`src/hdl/clock_pkg.sv`:
```
// Shared types and constants of the digital clock; compile it first and import it where needed
package clock_pkg;

	// ------------------------------------------------------------------------
	// Control encodings
	// ------------------------------------------------------------------------

	// Running or setting the time
	typedef enum logic [1:0] {
		MODE_RUN   = 2'd0,
		MODE_SETUP = 2'd1
	} mode_e;

	// Field that the increment button steps in setup
	typedef enum logic [1:0] {
		FIELD_SEC  = 2'd0,
		FIELD_MIN  = 2'd1,
		FIELD_HOUR = 2'd2
	} field_e;

	// ------------------------------------------------------------------------
	// Time counts
	// ------------------------------------------------------------------------
	localparam int COUNT_W = 6;

	typedef logic [COUNT_W-1:0] count_t;

	// Last value before the wrap to zero
	localparam count_t SEC_MAX  = count_t'(59);
	localparam count_t HOUR_MAX = count_t'(23);

	// ------------------------------------------------------------------------
	// Display and buttons
	// ------------------------------------------------------------------------
	localparam int DIGIT_W    = 4;
	localparam int DIGIT_BASE = 10;
	localparam int SEG_W      = 7;

	// Segments a to g, a in the top bit, active high
	typedef logic [SEG_W-1:0] seg_t;

	localparam seg_t SEG_OFF = '0;

	localparam int NUM_DIGITS = 6;
	localparam int KEY_W      = 3;

endpackage

```
`src/hdl/tick_gen.sv`:
```
// Clock-enable strobe generator; instantiate once per rate with DIV clk cycles between strobes
`timescale 1ns/1ps

module tick_gen #(
	parameter int unsigned DIV = 10
) (
	input  logic clk,
	input  logic rst_n,
	output logic o_tick
);

	localparam int unsigned CNT_W = (DIV > 1) ? $clog2(DIV) : 1;
	localparam logic [CNT_W-1:0] LAST = CNT_W'(DIV - 1);

	logic [CNT_W-1:0] cnt;

	// Strobe is registered on the wrap to zero
	always_ff @(posedge clk or negedge rst_n) begin
		if (!rst_n) begin
			cnt    <= '0;
			o_tick <= 1'b0;
		end else if (cnt == LAST) begin
			cnt    <= '0;
			o_tick <= 1'b1;
		end else begin
			cnt    <= cnt + 1'b1;
			o_tick <= 1'b0;
		end
	end

	// First strobe lands DIV cycles after reset release

endmodule

```
`src/hdl/key_press.sv`:
```
// Button front end; turns the three active-low buttons into one-cycle press pulses on clk
`timescale 1ns/1ps

module key_press (
	input  logic clk,
	input  logic rst_n,
	input  logic i_sample,
	input  logic i_mode_key_n,
	input  logic i_field_key_n,
	input  logic i_inc_key_n,
	output logic o_mode_press,
	output logic o_field_press,
	output logic o_inc_press
);

	import clock_pkg::*;

	logic [KEY_W-1:0] key_n;
	logic [KEY_W-1:0] sync1_n;
	logic [KEY_W-1:0] sync2_n;
	logic [KEY_W-1:0] level_n;
	logic [KEY_W-1:0] prev_n;
	logic             sampled;
	logic [KEY_W-1:0] press;

	// Bit 0 mode, bit 1 field, bit 2 increment
	assign key_n = {i_inc_key_n, i_field_key_n, i_mode_key_n};

	// Two-flop synchroniser, released state out of reset
	always_ff @(posedge clk or negedge rst_n) begin
		if (!rst_n) begin
			sync1_n <= '1;
			sync2_n <= '1;
		end else begin
			sync1_n <= key_n;
			sync2_n <= sync1_n;
		end
	end

	// Level and previous level only move on the sample strobe
	always_ff @(posedge clk or negedge rst_n) begin
		if (!rst_n) begin
			level_n <= '1;
			prev_n  <= '1;
			sampled <= 1'b0;
		end else begin
			sampled <= i_sample;
			if (i_sample) begin
				prev_n  <= level_n;
				level_n <= sync2_n;
			end
		end
	end

	// One cycle after a sample that went from high to low
	assign press = prev_n & ~level_n & {KEY_W{sampled}};

	assign o_mode_press  = press[0];
	assign o_field_press = press[1];
	assign o_inc_press   = press[2];

endmodule

```
`src/hdl/clock_ctrl.sv`:
```
// Mode and field controller; maps the second tick and button presses onto counter step strobes
`timescale 1ns/1ps

module clock_ctrl (
	input  logic clk,
	input  logic rst_n,
	input  logic i_sec_tick,
	input  logic i_mode_press,
	input  logic i_field_press,
	input  logic i_inc_press,
	output logic o_sec_step,
	output logic o_min_step,
	output logic o_hour_step,
	output logic o_carry_en
);

	import clock_pkg::*;

	mode_e  mode;
	field_e field;

	// ------------------------------------------------------------------------
	// Mode and field state
	// ------------------------------------------------------------------------
	always_ff @(posedge clk or negedge rst_n) begin
		if (!rst_n) begin
			mode <= MODE_RUN;
		end else if (i_mode_press) begin
			if (mode == MODE_RUN) begin
				mode <= MODE_SETUP;
			end else begin
				mode <= MODE_RUN;
			end
		end
	end

	// Setup always starts on the seconds
	always_ff @(posedge clk or negedge rst_n) begin
		if (!rst_n) begin
			field <= FIELD_SEC;
		end else if (i_mode_press && (mode == MODE_RUN)) begin
			field <= FIELD_SEC;
		end else if (i_field_press && (mode == MODE_SETUP)) begin
			case (field)
				FIELD_SEC:  field <= FIELD_MIN;
				FIELD_MIN:  field <= FIELD_HOUR;
				default:    field <= FIELD_SEC;
			endcase
		end
	end

	// ------------------------------------------------------------------------
	// Step strobes, same cycle as tick or press
	// ------------------------------------------------------------------------
	always_comb begin
		o_sec_step  = 1'b0;
		o_min_step  = 1'b0;
		o_hour_step = 1'b0;
		o_carry_en  = 1'b0;
		case (mode)
			MODE_RUN: begin
				o_sec_step = i_sec_tick;
				o_carry_en = 1'b1;
			end
			MODE_SETUP: begin
				// Clock frozen, only the selected field steps
				case (field)
					FIELD_SEC:  o_sec_step  = i_inc_press;
					FIELD_MIN:  o_min_step  = i_inc_press;
					FIELD_HOUR: o_hour_step = i_inc_press;
					default:    o_sec_step  = 1'b0;
				endcase
			end
			default: o_carry_en = 1'b0;
		endcase
	end

endmodule

```
`src/hdl/time_counter.sv`:
```
// Hours, minutes and seconds counters; stepped by the controller strobes with optional carry
`timescale 1ns/1ps

module time_counter (
	input  logic              clk,
	input  logic              rst_n,
	input  logic              i_sec_step,
	input  logic              i_min_step,
	input  logic              i_hour_step,
	input  logic              i_carry_en,
	output clock_pkg::count_t o_sec,
	output clock_pkg::count_t o_min,
	output clock_pkg::count_t o_hour
);

	import clock_pkg::*;

	logic sec_wrap;
	logic min_inc;
	logic min_wrap;
	logic hour_inc;

	// Next value of a count that wraps to zero after last
	function automatic count_t step_count(input count_t cnt, input count_t last);
		return (cnt == last) ? '0 : cnt + 1'b1;
	endfunction

	// ------------------------------------------------------------------------
	// Carry chain
	// ------------------------------------------------------------------------
	assign sec_wrap = i_sec_step && (o_sec == SEC_MAX);
	assign min_inc  = i_min_step || (i_carry_en && sec_wrap);
	assign min_wrap = min_inc && (o_min == SEC_MAX);

	// Hours follow only a minutes wrap with carry enabled
	assign hour_inc = i_hour_step || (i_carry_en && min_wrap);

	// ------------------------------------------------------------------------
	// Count registers
	// ------------------------------------------------------------------------
	always_ff @(posedge clk or negedge rst_n) begin
		if (!rst_n) begin
			o_sec  <= '0;
			o_min  <= '0;
			o_hour <= '0;
		end else begin
			if (i_sec_step) begin
				o_sec <= step_count(o_sec, SEC_MAX);
			end
			if (min_inc) begin
				o_min <= step_count(o_min, SEC_MAX);
			end
			if (hour_inc) begin
				o_hour <= step_count(o_hour, HOUR_MAX);
			end
		end
	end

endmodule

```
`src/hdl/seg_display.sv`:
```
// Six-digit multiplexed seven-segment driver; scans seconds, minutes and hours one slot per strobe
`timescale 1ns/1ps

module seg_display (
	input  logic                             clk,
	input  logic                             rst_n,
	input  logic                             i_scan,
	input  clock_pkg::count_t                i_sec,
	input  clock_pkg::count_t                i_min,
	input  clock_pkg::count_t                i_hour,
	output clock_pkg::seg_t                  o_seg,
	output logic [clock_pkg::NUM_DIGITS-1:0] o_digit_en_n
);

	import clock_pkg::*;

	localparam int SLOT_W = $clog2(NUM_DIGITS);
	localparam logic [SLOT_W-1:0] LAST_SLOT = SLOT_W'(NUM_DIGITS - 1);

	logic [SLOT_W-1:0]  slot;
	count_t             cur;
	logic [DIGIT_W-1:0] tens;
	logic [DIGIT_W-1:0] ones;
	logic [DIGIT_W-1:0] digit;

	// Standard active-high digit patterns, blank otherwise
	function automatic seg_t seg_decode(input logic [DIGIT_W-1:0] d);
		case (d)
			4'd0:    return 7'b111_1110;
			4'd1:    return 7'b011_0000;
			4'd2:    return 7'b110_1101;
			4'd3:    return 7'b111_1001;
			4'd4:    return 7'b011_0011;
			4'd5:    return 7'b101_1011;
			4'd6:    return 7'b101_1111;
			4'd7:    return 7'b111_0000;
			4'd8:    return 7'b111_1111;
			4'd9:    return 7'b111_0011;
			default: return SEG_OFF;
		endcase
	endfunction

	// ------------------------------------------------------------------------
	// Scan slot
	// ------------------------------------------------------------------------
	always_ff @(posedge clk or negedge rst_n) begin
		if (!rst_n) begin
			slot <= '0;
		end else if (i_scan) begin
			if (slot == LAST_SLOT) begin
				slot <= '0;
			end else begin
				slot <= slot + 1'b1;
			end
		end
	end

	// ------------------------------------------------------------------------
	// Digit select and decode
	// ------------------------------------------------------------------------

	// Two slots per count, ones digit in the even slot
	always_comb begin
		case (slot)
			0, 1:    cur = i_sec;
			2, 3:    cur = i_min;
			default: cur = i_hour;
		endcase
	end

	assign tens  = DIGIT_W'(cur / DIGIT_BASE);
	assign ones  = DIGIT_W'(cur % DIGIT_BASE);
	assign digit = slot[0] ? tens : ones;

	assign o_seg = seg_decode(digit);

	// Common enable low at the current slot only
	assign o_digit_en_n = ~(NUM_DIGITS'(1) << slot);

endmodule

```
`src/hdl/digital_clock_top.sv`:
```
// Digital clock top level; set the three divider parameters for the clk rate in use
`timescale 1ns/1ps

module digital_clock_top #(
	parameter int unsigned SEC_DIV    = 50_000_000,
	parameter int unsigned SCAN_DIV   = 5_000,
	parameter int unsigned SAMPLE_DIV = 500_000
) (
	input  logic                             clk,
	input  logic                             rst_n,
	input  logic                             i_mode_key_n,
	input  logic                             i_field_key_n,
	input  logic                             i_inc_key_n,
	output clock_pkg::seg_t                  o_seg,
	output logic [clock_pkg::NUM_DIGITS-1:0] o_digit_en_n
);

	import clock_pkg::*;

	logic   sec_tick;
	logic   scan_tick;
	logic   sample_tick;
	logic   mode_press;
	logic   field_press;
	logic   inc_press;
	logic   sec_step;
	logic   min_step;
	logic   hour_step;
	logic   carry_en;
	count_t sec;
	count_t min;
	count_t hour;

	// ------------------------------------------------------------------------
	// Timebases
	// ------------------------------------------------------------------------
	tick_gen #(.DIV(SEC_DIV)) u_sec_tick (
		.clk    (clk),
		.rst_n  (rst_n),
		.o_tick (sec_tick)
	);

	tick_gen #(.DIV(SCAN_DIV)) u_scan_tick (
		.clk    (clk),
		.rst_n  (rst_n),
		.o_tick (scan_tick)
	);

	tick_gen #(.DIV(SAMPLE_DIV)) u_sample_tick (
		.clk    (clk),
		.rst_n  (rst_n),
		.o_tick (sample_tick)
	);

	// ------------------------------------------------------------------------
	// Buttons, control, counters and display
	// ------------------------------------------------------------------------
	key_press u_key_press (
		.clk           (clk),
		.rst_n         (rst_n),
		.i_sample      (sample_tick),
		.i_mode_key_n  (i_mode_key_n),
		.i_field_key_n (i_field_key_n),
		.i_inc_key_n   (i_inc_key_n),
		.o_mode_press  (mode_press),
		.o_field_press (field_press),
		.o_inc_press   (inc_press)
	);

	clock_ctrl u_clock_ctrl (
		.clk           (clk),
		.rst_n         (rst_n),
		.i_sec_tick    (sec_tick),
		.i_mode_press  (mode_press),
		.i_field_press (field_press),
		.i_inc_press   (inc_press),
		.o_sec_step    (sec_step),
		.o_min_step    (min_step),
		.o_hour_step   (hour_step),
		.o_carry_en    (carry_en)
	);

	time_counter u_time_counter (
		.clk         (clk),
		.rst_n       (rst_n),
		.i_sec_step  (sec_step),
		.i_min_step  (min_step),
		.i_hour_step (hour_step),
		.i_carry_en  (carry_en),
		.o_sec       (sec),
		.o_min       (min),
		.o_hour      (hour)
	);

	seg_display u_seg_display (
		.clk          (clk),
		.rst_n        (rst_n),
		.i_scan       (scan_tick),
		.i_sec        (sec),
		.i_min        (min),
		.i_hour       (hour),
		.o_seg        (o_seg),
		.o_digit_en_n (o_digit_en_n)
	);

endmodule

```
`config.mk`:
```
export PLATFORM = sky130hd
export DESIGN_NAME = digital_clock_top
export DESIGN_NICKNAME = d
export VERILOG_FILES = /design/src/hdl/clock_pkg.sv /design/src/hdl/tick_gen.sv /design/src/hdl/key_press.sv /design/src/hdl/clock_ctrl.sv /design/src/hdl/time_counter.sv /design/src/hdl/seg_display.sv /design/src/hdl/digital_clock_top.sv
export SDC_FILE = /design/constraint.sdc
export NUM_CORES = 1
export LEC_CHECK = 0
export ABC_AREA = 1
export ABC_CLOCK_PERIOD_IN_PS = 3200
export BUFFER_PORTS_ARGS = -buffer_cell sky130_fd_sc_hd__buf_4
export CAP_MARGIN = 10
export CORE_MARGIN = 4
export CORE_UTILIZATION = 62
export DETAILED_ROUTE_END_ITERATION = 8
export PLACE_DENSITY = 0.8
export RECOVER_POWER = 50
export SLEW_MARGIN = 20
export SYNTH_ARGS = -nofsm -noshare
export SYNTH_HDL_FRONTEND = slang
export SYNTH_SLANG_ARGS = --single-unit
```
`constraint.sdc`:
```
create_clock -name clk -period 3.2 [get_ports clk]
set_input_delay 0 -clock clk [delete_from_list [all_inputs] [get_ports clk]]
set_output_delay 0 -clock clk [all_outputs]
set_load 0.01 [all_outputs]
```
==> impl_metrics.tcl, run 1 <==
set metrics [dict create \
    p_leak_nw 2.96 \
    outcome "finished with violations" \
    synth_cell_types 38 \
    ys.flop_type "dfrtp_1" \
    syn_inst 658 \
    portBuffers 17 \
    p_switching_w 0.000465 \
    layout_common_cells "nand2_1 (125), inv_1 (95), dfrtp_1 (84)" \
    start_kind "flop" \
    cts_tree "built" \
    syn_area_um2 5300 \
    crit_start "u_seg_display.slot[2]$_DFFE_PN0P_" \
    slowest_stage "dfrtp_2" \
    drtPass1Iterations 5 \
    finish.utilization_pct 73.9 \
    seqPwrFrac_pct 59.8 \
    grt_max_degree 48 \
    violations "max-capacitance violations, max-slew violations, negative setup slack" \
    fin_ws_ns -0.0270 \
    rows 33 \
    internal-power_w 0.00162 \
    combPwrFrac_pct 1.5 \
    drt_wl_total_um 11300 \
    critPathRequiredTime_ns 3.20 \
    vias 4517 \
    setup.worst_path.end "o_seg[2]" \
    synth_top_family_by_area "simple AND/OR/NAND/NOR gates" \
    rr_endpoint "u_time_counter.o_hour[5]$_DFFE_PN0P_" \
    synth.area.top_cells "dfrtp_1 (41%), nand2_1 (9.6%), inv_1 (7.1%), dfstp_2 (5.9%), xor2_1 (5.3%)" \
    n_fill_cell 605 \
    grt_pass1_wl_um 19100 \
    numClockSinks 98 \
    vdd_drop_max_v 0.000282 \
    cp_data_arrival_time_ns 3.23 \
    synth_nets 678 \
    crit_type "reg2out" \
    regToRegSetupSlack_ns 0.54 \
    finalClockSkew_ns 0.0143 \
    power_w 0.00208 \
    clockRootBuffer "clkbuf_8" \
    vias_per_cell 5.52 \
    synthAdderAreaFrac_pct 3.54 \
    die_w_um 100 \
    final_common_cell "nand2_1" \
    dp_hpwl_um 7530 \
    post-route-min-period_ns 3.23 \
    clk_latency_ns 0.37 \
    clk_pin_slew_ns 0.10 \
    clock_path_buffers 2 \
    initialDrtViolationCount 219 \
    synth_area_per_cell_um2 8.06 \
    routedWlPerCell_um 13.8 \
    hold_class "in2reg" \
    worst_pin_slew_ns 2.57 \
    cp_cell_sequence "nor2_4 > nand2_2 > nand3_2 > nand2_2 > ha_4 > inv_2 > nand2_2 > nand2_4 > or2_0 > nand3_1 > nand2_1 > inv_2 > nand2_4 > nand2_2 > nand3_2 > nand2_4 > buf_6 > ha_2 > nand3b_1 > nand3_1 > nand2_1 > buf_6" \
    gr-total-overflow 0 \
    drc 0 \
    power_frac_clock_pct 38.7 \
    dieArea_um2 10100 \
    hold_viol 0 \
    numCtsBuffers 9 \
    core_region_area_um2 8260 \
    grtUsageTotal_pct 23.1 \
    cts_max_level 3 \
    die_h_um 100 \
    drv_cap 1 \
    power.density_nw_per_um2 341 \
    drive_above_1_share_pct 17.1 \
    insertedDiodeCount 0 \
    synthMuxAreaShare_pct 0 \
    ys_seq_elements 98 \
    drv_slew 48 \
    synth_top_area_share_pct 40.6 \
    synth_xor_area_share_pct 5.95 \
    dp_slack_ns -0.0717 \
    gp_congestion 0.884 \
    switching_share_pct 22.4 \
    layout.nets 728 \
    worst_setup_path_end_kind "output pin" \
    ys_async_sr_fraction_pct 100 \
    synth_top_cell_by_area "dfrtp_1" \
    seq_area_frac_synth_pct 46.5 \
    num_io_pins 18 \
    fmax_mhz 310 \
    finalCritPeriodShare_pct 101 \
    start_util_pct 64.2 \
    slew_headroom_pct -71.2 \
    yosysWarnings 0 \
    grt_pass1_vias 4362 \
    syn_to_final_growth_pct 15.0 \
    path_max_fanout 6 \
    rsz0062_at_grt "yes" \
    synth-simple-area-share_pct 29.8 \
    final_antenna_net_count 0 \
    path_common_cell "nand2_2" \
    r2r_cells 16 \
    cp_slowest_stage_delay_ns 0.49 \
    antenna_found_initial 0 \
    synth-edff-count 0 \
    setup_violations 3 \
    synth-compound-area-share_pct 6.06 \
    r2r-start "u_key_press.prev_n[2]$_DFFE_PN1P_" \
]
[flip-flops by register name, indices dropped and copies added, names as in the netlist, 2 cells and up]
| name | cells |
|---|---|
| u_key_press.sync1_n | 3 |
| u_time_counter.o_sec | 6 |
| u_key_press.prev_n | 3 |
| u_key_press.sync2_n | 3 |
| u_sample_tick.cnt | 19 |
| u_seg_display.slot | 3 |
| u_time_counter.o_min | 6 |
| u_clock_ctrl.field | 2 |
| u_scan_tick.cnt | 13 |
| u_key_press.level_n | 3 |
| u_time_counter.o_hour | 6 |
| u_sec_tick.cnt | 26 |
[per-layer routing]
layer	global-route usage (%)	vias to the layer above	wire [um]
met5	0	-	0
met4	8.29	0	298
met3	3.32	32	467
met2	38.8	135	5430
met1	30.7	2123	5070
li1	-	2227	-
[repair_timing]
item / in CTS / in global routing
cloned: 0 / 0
gates resized for setup: 18 / 29
pin swaps: 14 / 20
endpoints found under the hold margin: 48 / 0
setup buffers: 16 / 4
setup endpoints to repair: 7 / 7
hold buffers: 4 / 0
[stage by stage]
stage / cell area (um2) / hold WS, ns / TNS, ns / instances
6_report: 6100 / 0.293 / -0.0648 / 818
5_1_grt: 6100 / 0.299 / -1.12 / 818
4_1_cts: 5970 / 0.199 / 0 / 814
3_5_place_dp: 5560 / 0.0542 / -0.128 / 778
3_3_place_gp: 5560 / 0.0365 / 0 / 778
2_1_floorplan: 5300 / -0.296 / 0 / 658
[how the worst min path moves through the flow]
stage          cells after the start          start                                end
4_1_cts                            2          rst_n      u_scan_tick.cnt[11]$_DFF_PN0_
3_3_place_gp                       1          rst_n       u_scan_tick.cnt[5]$_DFF_PN0_
3_5_place_dp                       1          rst_n       u_scan_tick.cnt[6]$_DFF_PN0_
2_1_floorplan                      0          rst_n  u_clock_ctrl.field[0]$_DFFE_PN0P_
5_1_grt                            2    i_inc_key_n   u_key_press.sync1_n[2]$_DFF_PN1_
6_report                           2  i_field_key_n   u_key_press.sync1_n[1]$_DFF_PN1_
[synthesized netlist by cell type (all sizes together), types with 3 or more instances]
library cell / instances
o21ai: 23
ha: 15
nand3: 51
clkbuf: 4
dfstp: 12
dfrtp: 86
nand4: 24
nor4: 13
nand3b: 7
nand2: 143
xor2: 32
a21oi: 25
xnor2: 4
nor3: 30
inv: 105
nor3b: 3
a22oi: 3
nor2: 65
[critical path: cells and delay by family, from the launching register on]
family | cells | cell delay [ns]
DFF | 1 | 0.49
adders and majority gates | 2 | 0.44
buffers and inverters | 4 | 0.33
and+or+nand+nor | 16 | 1.57
[power by group through the flow]
stage                     clock network, W  registers (W)      logic (W)
after floorplan                          0        0.00127  0.00000000129
after global placement                   0        0.00127      0.0000297
after detailed placement                 0        0.00127      0.0000306
after CTS                         0.000823        0.00125      0.0000346
after global routing              0.000872        0.00125      0.0000370
final                             0.000805        0.00125      0.0000310
[kinds of logic after synthesis]
family | after synthesis
simple gates | 339
buf+inv | 111
flops | 98
compound gates | 59
xor+xnor | 36
fa+ha+maj | 15
[final cells by class]
class	instances	area (um2)	area share (%)
Multi-Input combinational cell	449	2540	41.6
Sequential cell	98	2470	40.5
Inverter	105	399	6.54
Timing Repair Buffer	45	368	6.03
Tap cell	105	131	2.15
Clock buffer	10	128	2.09
Clock inverter	6	66.3	1.09
Power figures use the tool's default switching activity.
==> run 2, diff against run 1 <==
--- a/config.mk
+++ b/config.mk
@@ -7,13 +7,14 @@
 export LEC_CHECK = 0
 export ABC_AREA = 1
 export ABC_CLOCK_PERIOD_IN_PS = 3200
-export BUFFER_PORTS_ARGS = -buffer_cell sky130_fd_sc_hd__buf_4
 export CAP_MARGIN = 10
 export CORE_MARGIN = 4
-export CORE_UTILIZATION = 62
+export CORE_UTILIZATION = 64
 export DETAILED_ROUTE_END_ITERATION = 8
+export DONT_BUFFER_PORTS = 1
 export PLACE_DENSITY = 0.8
 export RECOVER_POWER = 50
+export SKIP_CTS_REPAIR_TIMING = 1
 export SLEW_MARGIN = 20
 export SYNTH_ARGS = -nofsm -noshare
 export SYNTH_HDL_FRONTEND = slang
==> constraint.sdc (replaced) <==
create_clock -name clk -period 3.2 [get_ports clk]
set_input_delay 0.32 -clock clk [delete_from_list [all_inputs] [get_ports clk]]
set_output_delay 0.32 -clock clk [all_outputs]
set_load 0.01 [all_outputs]
==> run 2 against run 1 <==
  * The run still ends with max-capacitance violations, max-slew violations, negative setup slack left
  * Via count fell by 3.2%
  * Critical path depth unchanged
  * Cell count decreased by 3.2%
  * Wire length down 7.2%
  * Critical path type unchanged
  * Highest routed layer unchanged
==> impl_metrics.tcl, run 2 (same netlist as run 1, synthesis figures left out) <==
set metrics [dict create \
    outcome "finished with violations" \
    violations "max-capacitance violations, max-slew violations, negative setup slack" \
    finalCritPeriodShare_pct 110 \
    r2r_cells 16 \
    switching_share_pct 21.6 \
    crit_type "reg2out" \
    rr_endpoint "u_time_counter.o_hour[5]$_DFFE_PN0P_" \
    fin_ws_ns -0.331 \
    drtPass1Iterations 5 \
    path_max_fanout 8 \
    final_area_um2 5970 \
    cts_tree "built" \
    drt_wl_total_um 10500 \
    n_fill_cell 542 \
    cp_slowest_stage_delay_ns 0.47 \
    gp_congestion 0.875 \
    drv_cap 1 \
    layout_common_cells "nand2_1 (119), inv_1 (96), dfrtp_1 (84)" \
    crit_start "u_seg_display.slot[1]$_DFFE_PN0P_" \
    cts_max_level 3 \
    clk_latency_ns 0.36 \
    routedWlPerCell_um 13.2 \
    fmax_mhz 283 \
    fin_tns_setup_ns -1.76 \
    final_cell_count_no_fill 792 \
    layout.nets 705 \
    internal-power_w 0.00158 \
    initialDrtViolationCount 274 \
    r2r-start "u_key_press.prev_n[2]$_DFFE_PN1P_" \
    clockRootBuffer "clkbuf_8" \
    hold_class "reg2reg" \
    worst_hold_slack_ns 0.360 \
    seqPwrFrac_pct 61.9 \
    top_register "u_sec_tick.cnt" \
    hold_viol 0 \
    p_leak_nw 2.84 \
    final_antenna_net_count 0 \
    core_region_area_um2 7890 \
    numClockSinks 98 \
    power_frac_clock_pct 36.8 \
    clk_pin_slew_ns 0.09 \
    path_common_cell "nand2_4" \
    reg_top3 "u_sec_tick.cnt x26, u_sample_tick.cnt x19, u_scan_tick.cnt x13" \
    cp_data_arrival_time_ns 3.21 \
    slowest_stage "dfrtp_2" \
    clock_path_buffers 2 \
    slew_headroom_pct -52.0 \
    p_switching_w 0.000434 \
    portBuffers 0 \
    dp_cells 760 \
    dpl_cell_area_um2 5440 \
    critPathRequiredTime_ns 2.88 \
    die_w_um 99.0 \
    grtUsageTotal_pct 21.5 \
    dp_slack_ns -0.176 \
    drv_slew 99 \
    post-route-min-period_ns 3.53 \
    numCtsBuffers 9 \
    start_util_pct 67.2 \
    combPwrFrac_pct 1.3 \
    cp_cell_sequence "inv_1 > nor2_2 > nand2_1 > nand3_4 > nand2_4 > ha_4 > nand3b_1 > nand3_2 > nand2_2 > nand2_2 > nand2_4 > nand2_4 > nand2_4 > nand2_2 > nand3_2 > nand2_4 > inv_6 > ha_4 > nand3b_1 > nand2_1 > nand2_1 > nand2_2" \
    regToRegSetupSlack_ns 0.55 \
    setup.worst_path.end "o_seg[6]" \
    antenna_found_initial 0 \
    dp_hpwl_um 7200 \
    rsz0062_at_grt "yes" \
    worst_setup_path_end_kind "output pin" \
    vdd_drop_max_v 0.000311 \
    num_io_pins 18 \
    largest_register_ffs 26 \
    finalClockSkew_ns 0.0133 \
    drive_above_1_share_pct 14.9 \
    grt_pass1_wl_um 17700 \
    grt_max_degree 99 \
    rows 32 \
    grt_pass1_vias 4186 \
    setup_violations 7 \
    start_kind "flop" \
    drc 0 \
    power.density_nw_per_um2 337 \
    die_h_um 99.0 \
    vias_per_cell 5.52 \
    insertedDiodeCount 0 \
    final_common_cell "nand2_1" \
    gr-total-overflow 0 \
    vias 4373 \
    worst_pin_slew_ns 2.28 \
    syn_to_final_growth_pct 12.6 \
    dieArea_um2 9810 \
]
run 2: changes by cell type in the layout (fill, tap and decap cells not counted), moves of 4 or more:
cell      change
buf_6         -5
nand2_1       -6
buf_4        -13
nand3_2       -6
clkbuf_4      -4
run 2: metal layers:
| metal | share of wire, % | vias up | GRT usage [%] | wire [um] |
|---|---|---|---|---|
| met1 | 45 | 2073 | 27.8 | 4720 |
| li1 | - | 2195 | - | - |
| met3 | 3.0 | 15 | 3.68 | 315 |
| met5 | 0 | - | 0 | 0 |
| met2 | 50 | 90 | 36.6 | 5270 |
| met4 | 1.4 | 0 | 7.56 | 151 |
run 2: power groups by stage:
| stage | combinational [W] | sequential [W] | clock (W) |
|---|---|---|---|
| 2_1_floorplan | 0.00000000129 | 0.00127 | 0 |
| 5_1_grt | 0.0000317 | 0.00125 | 0.000825 |
| 3_5_place_dp | 0.00000000130 | 0.00127 | 0 |
| 4_1_cts | 0.00000000130 | 0.00125 | 0.000764 |
| 3_3_place_gp | 0.00000000130 | 0.00127 | 0 |
| 6_report | 0.0000259 | 0.00125 | 0.000740 |
run 2: critical path: cells and delay by family (launching register included):
kind,cells,cell delay (ns)
simple gates,18,1.90
buf+inv,2,0.15
flops,1,0.47
fa+ha+maj,2,0.31
run 2: final cells by class:
type	count	area, um2	area share, %
Clock buffer	13	159	2.66
Tap cell	102	128	2.14
Timing Repair Buffer	22	180	3.02
Sequential cell	98	2470	41.4
Multi-Input combinational cell	449	2610	43.7
Inverter	105	399	6.69
Clock inverter	3	22.5	0.377
run 2: worst min-delay path by stage:
| stage | startpoint | to | cells past startpoint |
|---|---|---|---|
| 4_1_cts | rst_n | u_sec_tick.cnt[12]$_DFF_PN0_ | 0 |
| 2_1_floorplan | rst_n | u_clock_ctrl.field[0]$_DFFE_PN0P_ | 0 |
| 6_report | u_key_press.sync1_n[0]$_DFF_PN1_ | u_key_press.sync2_n[0]$_DFF_PN1_ | 0 |
| 5_1_grt | u_key_press.sync1_n[1]$_DFF_PN1_ | u_key_press.sync2_n[1]$_DFF_PN1_ | 0 |
| 3_3_place_gp | rst_n | u_sec_tick.cnt[12]$_DFF_PN0_ | 0 |
| 3_5_place_dp | rst_n | u_sec_tick.cnt[12]$_DFF_PN0_ | 0 |
run 2: metrics by stage:
step,power (W),utilization (%)
after floorplan,0.00127,-
after global placement,0.00127,69.0
after detailed placement,0.00127,69.0
after CTS,0.00201,71.3
after global routing,0.00210,75.7
final,0.00201,75.7
==> run 3, diff against run 2 <==
--- a/config.mk
+++ b/config.mk
@@ -12,7 +12,7 @@
 export CORE_UTILIZATION = 64
 export DETAILED_ROUTE_END_ITERATION = 8
 export DONT_BUFFER_PORTS = 1
-export PLACE_DENSITY = 0.8
+export PLACE_DENSITY = 0.89
 export RECOVER_POWER = 50
 export SKIP_CTS_REPAIR_TIMING = 1
 export SLEW_MARGIN = 20
==> constraint.sdc (replaced) <==
create_clock -name clk -period 3.2 [get_ports clk]
set_input_delay 0.64 -clock clk [delete_from_list [all_inputs] [get_ports clk]]
set_output_delay 0.64 -clock clk [all_outputs]
set_load 0.01 [all_outputs]
==> run 3 against run 2 <==
  * The flow still finishes with violations (max-capacitance violations, max-slew violations, negative setup slack)
  * Non-clock buffer count grew 7
  * Clock skew grew 0.0072 ns
  * Register-to-register slack lost 0.05 ns
  * Maximum frequency shrank 6.3%
  * Count of clock-buffer cells in the layout is the same
  * Wire length grew 17%
  * Total power grew 4.4%
  * Clock power grew 13%
  * Sequential cell count is the same
  * Utilization grew 0.86 points
  * First-iteration DRC count grew 5.5%
  * Setup slack lost 0.24 ns
  * Critical path type unchanged
  * Critical endpoint unchanged
  * Largest cell class unchanged
==> impl_metrics.tcl, run 3 (same netlist as run 1, synthesis figures left out) <==
set metrics [dict create \
    outcome "finished with violations" \
    violations "max-capacitance violations, max-slew violations, negative setup slack" \
    setup_violations 7 \
    layout.nets 712 \
    slew_headroom_pct -38.6 \
    drv_slew 87 \
    final_antenna_net_count 0 \
    switching_share_pct 21.2 \
    start_kind "flop" \
    slowest_stage "dfrtp_2" \
    combPwrFrac_pct 1.0 \
    seqPwrFrac_pct 59.4 \
    n_fill_cell 510 \
    drt_wl_total_um 12300 \
    cp_data_arrival_time_ns 3.13 \
    worst-path-buf-inv 6 \
    portBuffers 0 \
    largest_register_ffs 26 \
    dpl_cell_area_um2 5600 \
    vias_per_cell 5.74 \
    clk_latency_ns 0.37 \
    cp_slowest_stage_delay_ns 0.45 \
    rsz0062_at_grt "yes" \
    final_common_cell "nand2_1" \
    grt_pass1_vias 4534 \
    grtUsageTotal_pct 24.4 \
    numCtsBuffers 9 \
    layout_common_cells "nand2_1 (114), inv_1 (96), dfrtp_1 (84)" \
    dieArea_um2 9810 \
    grt_max_degree 99 \
    dp_hpwl_um 8190 \
    num_io_pins 18 \
    crit_type "reg2out" \
    routedWlPerCell_um 15.3 \
    worst_setup_path_end_kind "output pin" \
    gp_congestion 0.925 \
    p_leak_nw 2.90 \
    crit_family "simple AND/OR/NAND/NOR gates" \
    fin_ws_ns -0.570 \
    fmax_mhz 265 \
    finalCritPeriodShare_pct 118 \
    numClockSinks 98 \
    internal-power_w 0.00165 \
    reg_top3 "u_sec_tick.cnt x26, u_sample_tick.cnt x19, u_scan_tick.cnt x13" \
    hold_class "in2async" \
    vdd_drop_max_v 0.000381 \
    hold_viol 0 \
    die_w_um 99.0 \
    syn_to_final_growth_pct 13.8 \
    clk_pin_slew_ns 0.09 \
    start_util_pct 67.2 \
    initialDrtViolationCount 289 \
    finish.utilization_pct 76.5 \
    cp_cell_sequence "buf_4 > nand3b_1 > nand3_2 > nand2_2 > ha_4 > inv_2 > nand2_2 > nand2_4 > nand2_2 > inv_2 > nand3_2 > nand2_1 > inv_1 > ha_1 > inv_1 > nand2_2 > nand3_4 > buf_4 > nand3b_1 > nand2_1 > nand2_1 > nand2_2" \
    path_max_fanout 5 \
    path_common_cell "nand2_2" \
    insertedDiodeCount 0 \
    cts_tree "built" \
    gr-total-overflow 0 \
    power_frac_clock_pct 39.7 \
    grt_pass1_wl_um 19600 \
    clock_path_buffers 2 \
    finalClockSkew_ns 0.0205 \
    critPathRequiredTime_ns 2.56 \
    rows 32 \
    vias 4587 \
    final_area_um2 6040 \
    drv_cap 1 \
    p_switching_w 0.000446 \
    top_register "u_sec_tick.cnt" \
    cts_max_level 3 \
    drtPass1Iterations 5 \
    die_h_um 99.0 \
    power.density_nw_per_um2 348 \
    clockRootBuffer "clkbuf_8" \
    post-route-min-period_ns 3.77 \
    antenna_found_initial 0 \
    core_region_area_um2 7890 \
    drc 0 \
    worst_pin_slew_ns 2.08 \
    drive_above_1_share_pct 18.1 \
]
## run 3: power by group through the flow
stage	sequential [W]	clock [W]	combinational (W)
6_report	0.00125	0.000833	0.0000202
5_1_grt	0.00125	0.000899	0.0000243
4_1_cts	0.00125	0.000847	0.00000000139
3_5_place_dp	0.00127	0	0.00000000139
3_3_place_gp	0.00127	0	0.00000000139
2_1_floorplan	0.00127	0	0.00000000130
## run 3: path summary, 6_finish.rpt
check                                             startpoint                                    to  slack, ns  cells after the start
max in group asynchronous                              rst_n     u_seg_display.slot[2]$_DFFE_PN0P_       0.96                      1
max                        u_seg_display.slot[1]$_DFFE_PN0P_                              o_seg[6]      -0.57                     22
min                                                    rst_n    u_key_press.level_n[1]$_DFFE_PN1P_       0.10                      0
min in group clk                                 i_inc_key_n      u_key_press.sync1_n[2]$_DFF_PN1_       0.26                      0
max reg2reg                u_key_press.prev_n[2]$_DFFE_PN1P_  u_time_counter.o_hour[5]$_DFFE_PN0P_       0.50                     16
min reg2reg                 u_key_press.sync1_n[0]$_DFF_PN1_      u_key_press.sync2_n[0]$_DFF_PN1_       0.37                      0
## run 3: area by class of cell
| cell class | instances | area (um2) | share of cell area, % |
|---|---|---|---|
| flip-flops and latches | 98 | 2470 | 40.9 |
| repair buffers | 29 | 223 | 3.69 |
| well taps | 102 | 128 | 2.11 |
| clock inverters | 3 | 46.3 | 0.767 |
| multi-input cells | 449 | 2610 | 43.3 |
| clock buffers | 13 | 159 | 2.63 |
| inverters | 105 | 399 | 6.61 |
## run 3: through the flow
step,setup TNS [ns],std cells,hold WS (ns),total power [W],setup slack [ns]
after floorplan,0,658,0.344,0.00127,0.00246
after CTS,-3.76,791,-0.0628,0.00209,-0.583
after global routing,-4.98,799,0.0799,0.00217,-0.737
after detailed placement,-0.978,775,0.348,0.00127,-0.184
after global placement,0,775,0.348,0.00127,0.0155
final,-3.79,799,0.103,0.00210,-0.570
## run 3: metal layers
| layer | routed length [um] | GRT usage [%] | vias up |
|---|---|---|---|
| met2 | 6190 | 42.0 | 158 |
| met4 | 388 | 12.8 | 0 |
| met1 | 5150 | 29.6 | 2175 |
| met5 | 0 | 0 | - |
| met3 | 528 | 3.54 | 41 |
| li1 | - | - | 2213 |
